[config.mk]
export PLATFORM = sky130hd
export DESIGN_NAME = periph_top
export DESIGN_NICKNAME = d
export VERILOG_FILES = /design/src/hw/periph_pkg.sv /design/src/hw/apb_far_bridge.sv /design/src/hw/irq_return_combine.sv /design/src/hw/periph_sysreg.sv /design/src/hw/periph_timer.sv /design/src/hw/periph_top.sv
export SDC_FILE = /design/constraint.sdc
export NUM_CORES = 1
export LEC_CHECK = 0
export ABC_AREA = 1
export BUFFER_PORTS_ARGS = -buffer_cell sky130_fd_sc_hd__buf_2
export CORE_MARGIN = 2
export CORE_UTILIZATION = 45
export CTS_BUF_LIST = sky130_fd_sc_hd__clkbuf_16
export CTS_CLUSTER_DIAMETER = 60
export DETAILED_ROUTE_END_ITERATION = 12
export PLACE_DENSITY_LB_ADDON = 0.3
export SYNTH_ARGS = -nofsm -noshare
export SYNTH_HDL_FRONTEND = slang
export SYNTH_HIERARCHICAL = 1
export SYNTH_SLANG_ARGS = --single-unit
[constraint.sdc]
create_clock -name i_clock -period 3.34 [get_ports i_clock]
set_clock_uncertainty 0.05 [all_clocks]
set_input_delay 0.167 -clock i_clock [delete_from_list [all_inputs] [get_ports i_clock]]
set_output_delay 0.167 -clock i_clock [all_outputs]
set_load 0.005 [all_outputs]
[src/hw/periph_pkg.sv]
package periph_pkg;

	// ========================================
	// Widths
	// ========================================

	localparam int ADDR_W     = 28;
	localparam int DATA_W     = 32;
	localparam int REG_OFS_W  = 3;
	localparam int LED_W      = 8;
	localparam int IRQ_SRC_N  = 2;

	// Address fields of the far bus
	localparam int REGION_LSB = 24;
	localparam int OFS_LSB    = 2;

	// ========================================
	// Encodings
	// ========================================

	// Far regions on address bits 27:24
	typedef enum logic [3:0] {
		REGION_NONE   = 4'h0,
		REGION_TIMER  = 4'h5,
		REGION_PLIC   = 4'h8,
		REGION_SYSREG = 4'h9
	} region_e;

	typedef enum logic [1:0] {
		IDLE,
		ACCESS,
		RESPOND
	} apb_state_e;

	// Word offsets inside each region
	typedef enum logic [REG_OFS_W-1:0] {
		TMR_COUNT   = 3'd0,
		TMR_COMPARE = 3'd1,
		TMR_CTRL    = 3'd2,
		TMR_STATUS  = 3'd3
	} timer_reg_e;

	typedef enum logic [REG_OFS_W-1:0] {
		SYS_DEVICE_ID = 3'd0,
		SYS_LEDS      = 3'd1,
		SYS_SCRATCH   = 3'd2,
		SYS_SWI       = 3'd3
	} sysreg_reg_e;

	typedef enum logic [REG_OFS_W-1:0] {
		PLIC_PENDING = 3'd0,
		PLIC_ENABLE  = 3'd1,
		PLIC_CLAIM   = 3'd2
	} plic_reg_e;

endpackage

[src/hw/apb_far_bridge.sv]
`timescale 1ns/1ps

module apb_far_bridge import periph_pkg::*; (
	input  logic                 i_clock,
	input  logic                 i_rst_n,

	// APB slave side
	input  logic                 i_psel,
	input  logic                 i_penable,
	input  logic                 i_pwrite,
	input  logic [ADDR_W-1:0]    i_paddr,
	input  logic [DATA_W-1:0]    i_pwdata,
	output logic [DATA_W-1:0]    o_prdata,
	output logic                 o_pready,
	output logic                 o_pslverr,

	// Far bus side
	output logic                 o_timer_req,
	output logic                 o_sysreg_req,
	output logic                 o_plic_req,
	output logic                 o_far_write,
	output logic [REG_OFS_W-1:0] o_far_ofs,
	output logic [DATA_W-1:0]    o_far_wdata,
	output region_e              o_far_region,
	input  logic [DATA_W-1:0]    i_ret_rdata,
	input  logic                 i_ret_err
);

	apb_state_e state;
	region_e    dec_region;
	logic       setup;

	// Only a setup phase seen in IDLE starts a transfer
	assign setup = (state == IDLE) && i_psel && !i_penable;

	// Region decode on the top nibble of the far address
	always_comb begin
		case (i_paddr[REGION_LSB +: 4])
			REGION_TIMER, REGION_PLIC, REGION_SYSREG:
				dec_region = region_e'(i_paddr[REGION_LSB +: 4]);
			default:
				dec_region = REGION_NONE;
		endcase
	end

	// ========================================
	// State machine
	// ========================================

	always_ff @(posedge i_clock or negedge i_rst_n) begin
		if (!i_rst_n) begin
			state <= IDLE;
		end else begin
			case (state)
				IDLE:    if (setup) state <= ACCESS;
				ACCESS:  state <= RESPOND;
				RESPOND: state <= IDLE;
				default: state <= IDLE;
			endcase
		end
	end

	// Strobes are high for the first access cycle only
	always_ff @(posedge i_clock or negedge i_rst_n) begin
		if (!i_rst_n) begin
			o_timer_req  <= 1'b0;
			o_sysreg_req <= 1'b0;
			o_plic_req   <= 1'b0;
			o_far_write  <= 1'b0;
			o_far_region <= REGION_NONE;
		end else begin
			o_timer_req  <= setup && (dec_region == REGION_TIMER);
			o_sysreg_req <= setup && (dec_region == REGION_SYSREG);
			o_plic_req   <= setup && (dec_region == REGION_PLIC);
			if (setup) begin
				o_far_write  <= i_pwrite;
				o_far_region <= dec_region;
			end
		end
	end

	// Offset and write word captured with the setup phase
	always_ff @(posedge i_clock) begin
		if (setup) begin
			o_far_ofs   <= i_paddr[OFS_LSB +: REG_OFS_W];
			o_far_wdata <= i_pwdata;
		end
	end

	// ========================================
	// Response after one wait state
	// ========================================

	assign o_pready  = (state == RESPOND);
	assign o_pslverr = (state == RESPOND) && i_ret_err;
	assign o_prdata  = (state == RESPOND) ? i_ret_rdata : '0;

endmodule

[src/hw/irq_return_combine.sv]
`timescale 1ns/1ps

module irq_return_combine import periph_pkg::*; (
	input  logic                 i_clock,
	input  logic                 i_rst_n,
	input  logic                 i_plic_req,
	input  logic                 i_write,
	input  logic [REG_OFS_W-1:0] i_ofs,
	input  logic [DATA_W-1:0]    i_wdata,
	input  region_e              i_region,
	input  logic [DATA_W-1:0]    i_timer_rdata,
	input  logic [DATA_W-1:0]    i_sysreg_rdata,
	input  logic                 i_timer_irq,
	input  logic                 i_swi_irq,
	output logic [DATA_W-1:0]    o_ret_rdata,
	output logic                 o_ret_err,
	output logic                 o_irq
);

	localparam int CLAIM_W = $clog2(IRQ_SRC_N + 1);

	logic [IRQ_SRC_N-1:0] src;
	logic [IRQ_SRC_N-1:0] src_q;
	logic [IRQ_SRC_N-1:0] rise;
	logic [IRQ_SRC_N-1:0] pending;
	logic [IRQ_SRC_N-1:0] enable;
	logic [IRQ_SRC_N-1:0] active;
	logic [IRQ_SRC_N-1:0] claim_clr;
	logic [CLAIM_W-1:0]   claim_id;
	logic [DATA_W-1:0]    plic_word;
	logic [DATA_W-1:0]    plic_rdata;
	logic                 wr;

	// Source 1 is the timer, source 2 the software interrupt
	assign src    = {i_swi_irq, i_timer_irq};
	assign rise   = src & ~src_q;
	assign active = pending & enable;
	assign wr     = i_plic_req && i_write;

	// ========================================
	// Claim logic
	// ========================================

	// Lowest numbered active source wins
	always_comb begin
		claim_id = '0;
		for (int i = IRQ_SRC_N - 1; i >= 0; i--) begin
			if (active[i])
				claim_id = CLAIM_W'(i + 1);
		end
	end

	// Writing n to CLAIM retires source n
	always_comb begin
		for (int i = 0; i < IRQ_SRC_N; i++)
			claim_clr[i] = wr && (i_ofs == PLIC_CLAIM) && (i_wdata == DATA_W'(i + 1));
	end

	always_ff @(posedge i_clock or negedge i_rst_n) begin
		if (!i_rst_n) begin
			src_q   <= '0;
			pending <= '0;
			enable  <= '0;
			o_irq   <= 1'b0;
		end else begin
			src_q   <= src;
			pending <= (pending & ~claim_clr) | rise;
			if (wr && (i_ofs == PLIC_ENABLE))
				enable <= i_wdata[IRQ_SRC_N-1:0];
			o_irq <= |active;
		end
	end

	// ========================================
	// Register reads and return path
	// ========================================

	always_comb begin
		case (plic_reg_e'(i_ofs))
			PLIC_PENDING: plic_word = {{(DATA_W-IRQ_SRC_N){1'b0}}, pending};
			PLIC_ENABLE:  plic_word = {{(DATA_W-IRQ_SRC_N){1'b0}}, enable};
			PLIC_CLAIM:   plic_word = {{(DATA_W-CLAIM_W){1'b0}}, claim_id};
			default:      plic_word = '0;
		endcase
	end

	always_ff @(posedge i_clock) begin
		if (i_plic_req)
			plic_rdata <= plic_word;
	end

	always_comb begin
		o_ret_err = 1'b0;
		case (i_region)
			REGION_TIMER:  o_ret_rdata = i_timer_rdata;
			REGION_SYSREG: o_ret_rdata = i_sysreg_rdata;
			REGION_PLIC:   o_ret_rdata = plic_rdata;
			default: begin
				o_ret_rdata = '0;
				o_ret_err   = 1'b1;
			end
		endcase
	end

endmodule

[src/hw/periph_sysreg.sv]
`timescale 1ns/1ps

module periph_sysreg import periph_pkg::*; #(
	parameter int DEVICE_ID = 6
) (
	input  logic                 i_clock,
	input  logic                 i_rst_n,
	input  logic                 i_req,
	input  logic                 i_write,
	input  logic [REG_OFS_W-1:0] i_ofs,
	input  logic [DATA_W-1:0]    i_wdata,
	output logic [DATA_W-1:0]    o_rdata,
	output logic [LED_W-1:0]     o_leds,
	output logic                 o_swi_irq
);

	logic [DATA_W-1:0] scratch;
	logic [DATA_W-1:0] rd_word;
	logic              wr;

	assign wr = i_req && i_write;

	// ========================================
	// Control registers
	// ========================================

	always_ff @(posedge i_clock or negedge i_rst_n) begin
		if (!i_rst_n) begin
			o_leds    <= '0;
			o_swi_irq <= 1'b0;
		end else if (wr) begin
			case (sysreg_reg_e'(i_ofs))
				SYS_LEDS: o_leds    <= i_wdata[LED_W-1:0];
				SYS_SWI:  o_swi_irq <= i_wdata[0];
				default:  ;
			endcase
		end
	end

	// Scratch word for software
	always_ff @(posedge i_clock) begin
		if (wr && (i_ofs == SYS_SCRATCH))
			scratch <= i_wdata;
	end

	// ========================================
	// Read back
	// ========================================

	always_comb begin
		case (sysreg_reg_e'(i_ofs))
			SYS_DEVICE_ID: rd_word = DATA_W'(DEVICE_ID);
			SYS_LEDS:      rd_word = {{(DATA_W-LED_W){1'b0}}, o_leds};
			SYS_SCRATCH:   rd_word = scratch;
			SYS_SWI:       rd_word = {{(DATA_W-1){1'b0}}, o_swi_irq};
			default:       rd_word = '0;
		endcase
	end

	always_ff @(posedge i_clock) begin
		if (i_req)
			o_rdata <= rd_word;
	end

endmodule

[src/hw/periph_timer.sv]
`timescale 1ns/1ps

module periph_timer import periph_pkg::*; #(
	parameter int TICK_DIV = 4
) (
	input  logic                 i_clock,
	input  logic                 i_rst_n,
	input  logic                 i_req,
	input  logic                 i_write,
	input  logic [REG_OFS_W-1:0] i_ofs,
	input  logic [DATA_W-1:0]    i_wdata,
	output logic [DATA_W-1:0]    o_rdata,
	output logic                 o_timer_irq
);

	localparam int PRESC_W = (TICK_DIV > 1) ? $clog2(TICK_DIV) : 1;

	logic [PRESC_W-1:0] presc;
	logic [DATA_W-1:0]  count;
	logic [DATA_W-1:0]  count_next;
	logic [DATA_W-1:0]  compare;
	logic [DATA_W-1:0]  rd_word;
	logic               enable;
	logic               flag;
	logic               tick;
	logic               wr;

	assign wr         = i_req && i_write;
	assign count_next = count + DATA_W'(1);

	// One tick every TICK_DIV clocks while running
	assign tick = enable && (presc == PRESC_W'(TICK_DIV - 1));

	// ========================================
	// Prescaler and counter
	// ========================================

	always_ff @(posedge i_clock or negedge i_rst_n) begin
		if (!i_rst_n) begin
			presc <= '0;
			count <= '0;
		end else begin
			if (!enable || tick)
				presc <= '0;
			else
				presc <= presc + PRESC_W'(1);
			if (tick)
				count <= count_next;
		end
	end

	// ========================================
	// Registers
	// ========================================

	always_ff @(posedge i_clock or negedge i_rst_n) begin
		if (!i_rst_n) begin
			compare <= '0;
			enable  <= 1'b0;
			flag    <= 1'b0;
		end else begin
			if (wr && (i_ofs == TMR_COMPARE))
				compare <= i_wdata;
			if (wr && (i_ofs == TMR_CTRL))
				enable <= i_wdata[0];
			// Match wins over a clear in the same cycle
			if (tick && (count_next == compare))
				flag <= 1'b1;
			else if (wr && (i_ofs == TMR_STATUS) && i_wdata[0])
				flag <= 1'b0;
		end
	end

	always_comb begin
		case (timer_reg_e'(i_ofs))
			TMR_COUNT:   rd_word = count;
			TMR_COMPARE: rd_word = compare;
			TMR_CTRL:    rd_word = {{(DATA_W-1){1'b0}}, enable};
			TMR_STATUS:  rd_word = {{(DATA_W-1){1'b0}}, flag};
			default:     rd_word = '0;
		endcase
	end

	// Read word of the last request
	always_ff @(posedge i_clock) begin
		if (i_req)
			o_rdata <= rd_word;
	end

	assign o_timer_irq = flag;

endmodule

[src/hw/periph_top.sv]
`timescale 1ns/1ps

module periph_top import periph_pkg::*; #(
	parameter int TICK_DIV  = 4,
	parameter int DEVICE_ID = 6
) (
	input  logic              i_clock,
	input  logic              i_rst_n,

	// APB port
	input  logic              i_psel,
	input  logic              i_penable,
	input  logic              i_pwrite,
	input  logic [ADDR_W-1:0] i_paddr,
	input  logic [DATA_W-1:0] i_pwdata,
	output logic [DATA_W-1:0] o_prdata,
	output logic              o_pready,
	output logic              o_pslverr,

	output logic [LED_W-1:0]  o_leds,
	output logic              o_irq
);

	// Far bus
	logic                 timer_req;
	logic                 sysreg_req;
	logic                 plic_req;
	logic                 far_write;
	logic [REG_OFS_W-1:0] far_ofs;
	logic [DATA_W-1:0]    far_wdata;
	region_e              far_region;

	// Results
	logic [DATA_W-1:0]    timer_rdata;
	logic [DATA_W-1:0]    sysreg_rdata;
	logic [DATA_W-1:0]    ret_rdata;
	logic                 ret_err;
	logic                 timer_irq;
	logic                 swi_irq;

	// ========================================
	// Bridge
	// ========================================

	apb_far_bridge bridge_i (
		.i_clock      (i_clock),
		.i_rst_n      (i_rst_n),
		.i_psel       (i_psel),
		.i_penable    (i_penable),
		.i_pwrite     (i_pwrite),
		.i_paddr      (i_paddr),
		.i_pwdata     (i_pwdata),
		.o_prdata     (o_prdata),
		.o_pready     (o_pready),
		.o_pslverr    (o_pslverr),
		.o_timer_req  (timer_req),
		.o_sysreg_req (sysreg_req),
		.o_plic_req   (plic_req),
		.o_far_write  (far_write),
		.o_far_ofs    (far_ofs),
		.o_far_wdata  (far_wdata),
		.o_far_region (far_region),
		.i_ret_rdata  (ret_rdata),
		.i_ret_err    (ret_err)
	);

	// ========================================
	// Peripherals
	// ========================================

	periph_timer #(
		.TICK_DIV (TICK_DIV)
	) timer_i (
		.i_clock     (i_clock),
		.i_rst_n     (i_rst_n),
		.i_req       (timer_req),
		.i_write     (far_write),
		.i_ofs       (far_ofs),
		.i_wdata     (far_wdata),
		.o_rdata     (timer_rdata),
		.o_timer_irq (timer_irq)
	);

	periph_sysreg #(
		.DEVICE_ID (DEVICE_ID)
	) sysreg_i (
		.i_clock   (i_clock),
		.i_rst_n   (i_rst_n),
		.i_req     (sysreg_req),
		.i_write   (far_write),
		.i_ofs     (far_ofs),
		.i_wdata   (far_wdata),
		.o_rdata   (sysreg_rdata),
		.o_leds    (o_leds),
		.o_swi_irq (swi_irq)
	);

	// Interrupts and read return
	irq_return_combine combine_i (
		.i_clock        (i_clock),
		.i_rst_n        (i_rst_n),
		.i_plic_req     (plic_req),
		.i_write        (far_write),
		.i_ofs          (far_ofs),
		.i_wdata        (far_wdata),
		.i_region       (far_region),
		.i_timer_rdata  (timer_rdata),
		.i_sysreg_rdata (sysreg_rdata),
		.i_timer_irq    (timer_irq),
		.i_swi_irq      (swi_irq),
		.o_ret_rdata    (ret_rdata),
		.o_ret_err      (ret_err),
		.o_irq          (o_irq)
	);

endmodule

# Word level (Yosys, flattened, before mapping)
# Index checks and enable logic that the tools add are counted.
# classes
eq_ne	19
bitwise_logic	6
add_sub_neg	2
muxes	14
reduce_logical	31
# op_table
operator	n
one-hot mux 32 bit (4 select lines)	2
one-hot mux 32 bit (3 select lines)	1
adder 32 x 1 -> 32 bit (second input constant)	1
== test 32 x 1 -> 1 bit (second input constant)	1
== test 32 x 2 -> 1 bit (second input constant)	1
== test 32 bit	1
two-way mux 32 bit	1
== test 4 bit (second input constant)	6
logical AND 1 bit	20
== test 4 x 3 -> 1 bit (second input constant)	3
two-way mux 2 bit	4
AND 2 bit	3
== test 3 x 2 -> 1 bit (second input constant)	2
one-hot mux 2 bit (3 select lines)	1
OR reduction 3 bit	2
== test 2 bit (second input constant)	2
two-way mux 4 bit	1
inverter 2 bit	2
one-hot mux 2 bit (2 select lines)	1
AND reduction 2 bit	2
== test 3 x 1 -> 1 bit (second input constant)	1
zero test 3 bit	1
two-way mux 1 bit	3
adder 2 x 1 -> 2 bit (second input constant)	1
other kinds (8)	9
# totals
output_inout_bits	43
ff_bits	257
inputBits	65
elab_cells	95

# Logic depth before layout (Yosys ltp)
# depth
depth_word	6
mapped_depth	15
depth_no_buf	15

# By module
# The synthesis kept the hierarchy.
# by_module_without_submodules
mod	cells_each	area_per_inst_um2	n_inst	seq_area_each_um2
periph_timer	720	5454.0	1	2662.6
periph_sysreg	192	2672.6	1	2147.1
apb_far_bridge	152	1891.8	1	1301.2
irq_return_combine	130	943.4	1	235.2

# Least setup slack after synthesis
# OpenSTA, ideal clock, no wires.
# synth_timing
kind	flip-flop to flip-flop
from	register bridge_i.o_sysreg_req
to	register sysreg_i.scratch[0], enable pin
required_time_ns	2.869
setup_ns	0.421
slack_ns	0.346
stages_incl_launch_ff	3
period_less_slack_ns	2.994
t_arrival_ns	2.523
n_path_buf	0
cell_sequence	dfrtp_1 nand2_1 nor2_1
# synth_via
elab_chain_cells	2
# synth_rtl
item	line_no	text
start: declaration	apb_far_bridge.sv:19	output logic o_sysreg_req,
start signal: assignment	apb_far_bridge.sv:73	o_sysreg_req <= setup && (dec_region == REGION_SYSREG);
logical AND 1 bit	periph_sysreg.sv:21	assign wr = i_req && i_write;
logical AND 1 bit	periph_sysreg.sv:42	if (wr && (i_ofs == SYS_SCRATCH))
end signal: assignment	periph_sysreg.sv:43	scratch <= i_wdata;
end: declaration	periph_sysreg.sv:17	logic [DATA_W-1:0] scratch;
# Every way passes these cells.
# A chain may end at the register's enable or synchronous reset.

# Worst setup path in the final report
# layout_timing
from	register bridge_i.o_far_region[2]
to	output port o_prdata[4]
# layout_via
elab_chain_cells	3
word_cells_on_any_way	5
cone_classes	3 x eq/ne; 2 x mux
# layout_rtl
item	line_no	text
start: declaration	apb_far_bridge.sv:24	output region_e o_far_region,
start signal: assignment	apb_far_bridge.sv:77	o_far_region <= dec_region;
== test 4 bit / == test 4 x 3 -> 1 bit (equally long branches)	irq_return_combine.sv:94	case (i_region)
one-hot mux 32 bit (3 select lines) (*)	irq_return_combine.sv:94	
named net ret_rdata[4]	periph_top.sv:36	logic [DATA_W-1:0] ret_rdata;
two-way mux 32 bit (*)	apb_far_bridge.sv:96	assign o_prdata = (state == RESPOND) ? i_ret_rdata : '0;
end: declaration	periph_top.sv:16	output logic [DATA_W-1:0] o_prdata,
# Mark *: on every way through the listed nets, which the timed path passes. The rest lies on a longest branch.

==> results.json <==
{
  "nets": 1400,
  "grt_max_degree": 69,
  "peakVddDrop_mv": 0.312,
  "yosys.area.top_type_share_pct": 36.4,
  "crit_required_ns": 3.12,
  "cts_max_path_buffers": 3,
  "switching_share_pct": 21.9,
  "worst_slew_pin_slew_ns": 0.988,
  "setup_viol": 0,
  "p_int_uw": 4680,
  "cts-root-buf": "clkbuf_16",
  "die_h_um": 160,
  "cts_setup_buffers": 0,
  "critPathMaxStageDelay_ns": 0.50,
  "tritoncts": "built",
  "final_cell_mix": "nand2_1 (289), inv_1 (163), nor2_1 (150), edfxtp_1 (133), nand3_1 (101)",
  "min-delay-start": "i_psel",
  "status": "completed",
  "grt_setup_unrepaired": "false",
  "drt_iter0_markers": 803,
  "synthArstFlopShare_pct": 41.4,
  "ys_ff_latch": 227,
  "synthTopCellsByArea": "edfxtp_1 (36%), dfrtp_1 (21%), nand2_1 (9.9%), inv_1 (5.4%), nor2_1 (5.2%)",
  "min_path_cells": 5,
  "via_per_inst": 5.15,
  "hold_class": "in -> reg",
  "diodes": 0,
  "syn_inst": 1194,
  "timing.fmax_mhz": 400,
  "drt_pass1_iterations": 5,
  "finalHoldViolCount": 0,
  "p_seq_share_pct": 51.0,
  "ios": 108,
  "core_um2": 24100,
  "place_area_um2": 11700,
  "rows": 57,
  "drc": 0,
  "p_clk_share_pct": 44.5,
  "cp.arrival_ns": 2.28,
  "fin_area_um2": 13000,
  "synth_nets": 1261,
  "numCtsBuffers": 24,
  "path_class": "reg -> out",
  "path_clk_slew_ns": 0.06,
  "synth_area_um2": 11000,
  "nFillCells": 2170,
  "path_max_fanout": 33,
  "power_frac_comb_pct": 4.5,
  "maxSlewViolCount": 0,
  "powerDensity_nw_per_um2": 463,
  "slew_headroom_pct": 34.1,
  "synth_flop_cell": "edfxtp_1",
  "syn_to_final_growth_pct": 18.2,
  "ys_seq_area_share_pct": 57.9,
  "hpwl_um": 18600,
  "start_kind": "flip-flop",
  "vias": 8623,
  "grt_first_pass_wirelength_um": 43500,
  "drive_gt1_share_pct": 15.1,
  "ys_types": 39,
  "antenna_left": 0,
  "gp_congestion": 0.931,
  "wl_um": 27400,
  "io_buffer_count": 86,
  "place_inst": 1583,
  "grt_pass1_vias": 8247,
  "place_ws_ns": 1.06,
  "fin_setup_tns_ns": 0,
  "track_usage_pct": 21.4,
  "grt_overflow_total": 0,
  "wire_per_inst_um": 16.4,
  "yosys.area.top_type": "edfxtp_1",
  "maxCapViolCount": 0,
  "instances_no_fill": 1675,
  "period_needed_ns": 2.50,
  "cp_slowest_cell": "inv_2",
  "synth_edf_count": 133,
  "reg2regPathDepth": 13,
  "syn_avg_cell_area_um2": 9.18,
  "rr_startpoint": "timer_i/count[1]",
  "p_leak_uw": 0.00539,
  "htree_levels": 1,
  "crit_chain": "nor2_1, nand2_2, inv_2, a22o_1, inv_1, nor2_2, buf_2",
  "initial_utilization_pct": 45.5,
  "die_w_um": 160,
  "critPathCaptureType": "output port",
  "power.switching_uw": 1310,
  "ys_warn_count": 6,
  "min_period_over_period_pct": 74.9,
  "dieArea_um2": 25600,
  "layout_commonest_cell": "nand2_1",
  "clkLatencyLatePin_ns": 0.51,
  "startpoint": "bridge_i/o_far_region[2]",
  "cts_sinks": 227,
  "finalWorstSetupSlack_ns": 0.840,
  "antenna_found_initial": 0
}
cells by family after synthesis:
family | count (synthesis) | share of synthesized area (%)
simple gates | 616 | 25.0
xor+xnor | 6 | 0.730
mux | 2 | 0.205
fa+ha+maj | 2 | 0.228
buf+inv | 197 | 7.81
compound gates | 144 | 8.10
flops | 227 | 57.9
per-stage QoR:
stage	hold WS, ns	utilization [%]	total power, uW
3_3_place_gp	0.0660	48.4	3330
4_1_cts	0.0243	53.8	6040
3_5_place_dp	0.0727	48.4	3340
5_1_grt	0.0836	53.8	6210
6_report	0.0503	53.8	6000
2_1_floorplan	-0.179	-	3240
state kept, by name, summed over array words and instances (netlist names), 3 cells and up:
| register | flops |
|---|---|
| sysreg_i/o_rdata | 32 |
| sysreg_i/scratch | 32 |
| sysreg_i/o_leds | 8 |
| timer_i/count | 32 |
| timer_i/o_rdata | 32 |
| bridge_i/o_far_wdata | 32 |
| bridge_i/o_far_ofs | 3 |
| bridge_i/o_far_region | 4 |
| timer_i/compare | 32 |
worst paths after layout:
check	to	slack, ns
setup / recovery	o_prdata[4]	0.84
hold / removal	bridge_i/state[0]	0.05
setup reg to reg	timer_i/o_timer_irq	0.94
hold reg to reg	combine_i/src_q[0]	0.39
max in group asynchronous	timer_i/count[28]	2.45
min in group asynchronous	bridge_i/o_sysreg_req	0.07
power groups by stage:
stage,Clock (uW),Combinational (uW),Sequential [uW]
2_1_floorplan,0,137,3100
3_3_place_gp,0,220,3110
3_5_place_dp,0,225,3120
4_1_cts,2720,267,3060
5_1_grt,2850,297,3060
6_report,2670,268,3060
synth_stat cells (2+ instances only):
master	number
nor3_1	6
ha_1	2
nor2_4	20
buf_6	10
nand4_1	3
nor2_2	27
xor2_1	4
mux2_2	2
o22ai_1	28
edfxtp_1	133
a31oi_1	2
nand2_2	8
o21ai_1	3
nand3_1	101
inv_4	2
clkbuf_1	17
nand2_1	290
nand2_4	2
o21bai_1	2
a21oi_1	32
buf_12	2
inv_1	159
o21ai_0	43
o221ai_1	2
dfrtp_1	94
nor2_1	151
xnor3_1	2
nand3_2	3
inv_2	5
a22o_1	30
worst max-delay path: cells and delay by family, from the launching register on:
| kind | cells | cell delay [ns] |
|---|---|---|
| DFF | 1 | 0.41 |
| and+or+nand+nor | 3 | 0.31 |
| buffers and inverters | 3 | 0.71 |
| AOI/OAI and AO/OA | 1 | 0.34 |
area by class of cell:
cell class | instances | area, um2 | area share [%]
sequential | 227 | 6350 | 49.0
clock buffer | 26 | 651 | 5.02
inverter | 166 | 628 | 4.85
timing repair buffer | 144 | 1010 | 7.82
tap | 324 | 405 | 3.13
clock inverter | 18 | 150 | 1.16
multi-input combinational | 770 | 3760 | 29.1
layer usage:
layer / vias to the layer above / track usage [%] / share of wire (%)
met5: - / 0 / 0
met4: 0 / 6.76 / 2.8
met3: 53 / 3.53 / 7.4
met2: 310 / 34.5 / 45
met1: 4078 / 29.9 / 45
li1: 4182 / - / -
timing repair:
action                    4_1_cts  5_1_grt
hold endpoints to repair      137        0
resized for setup               0        0
hold buffers                   48        0
Note: power is estimated with default switching activity, not from simulation.
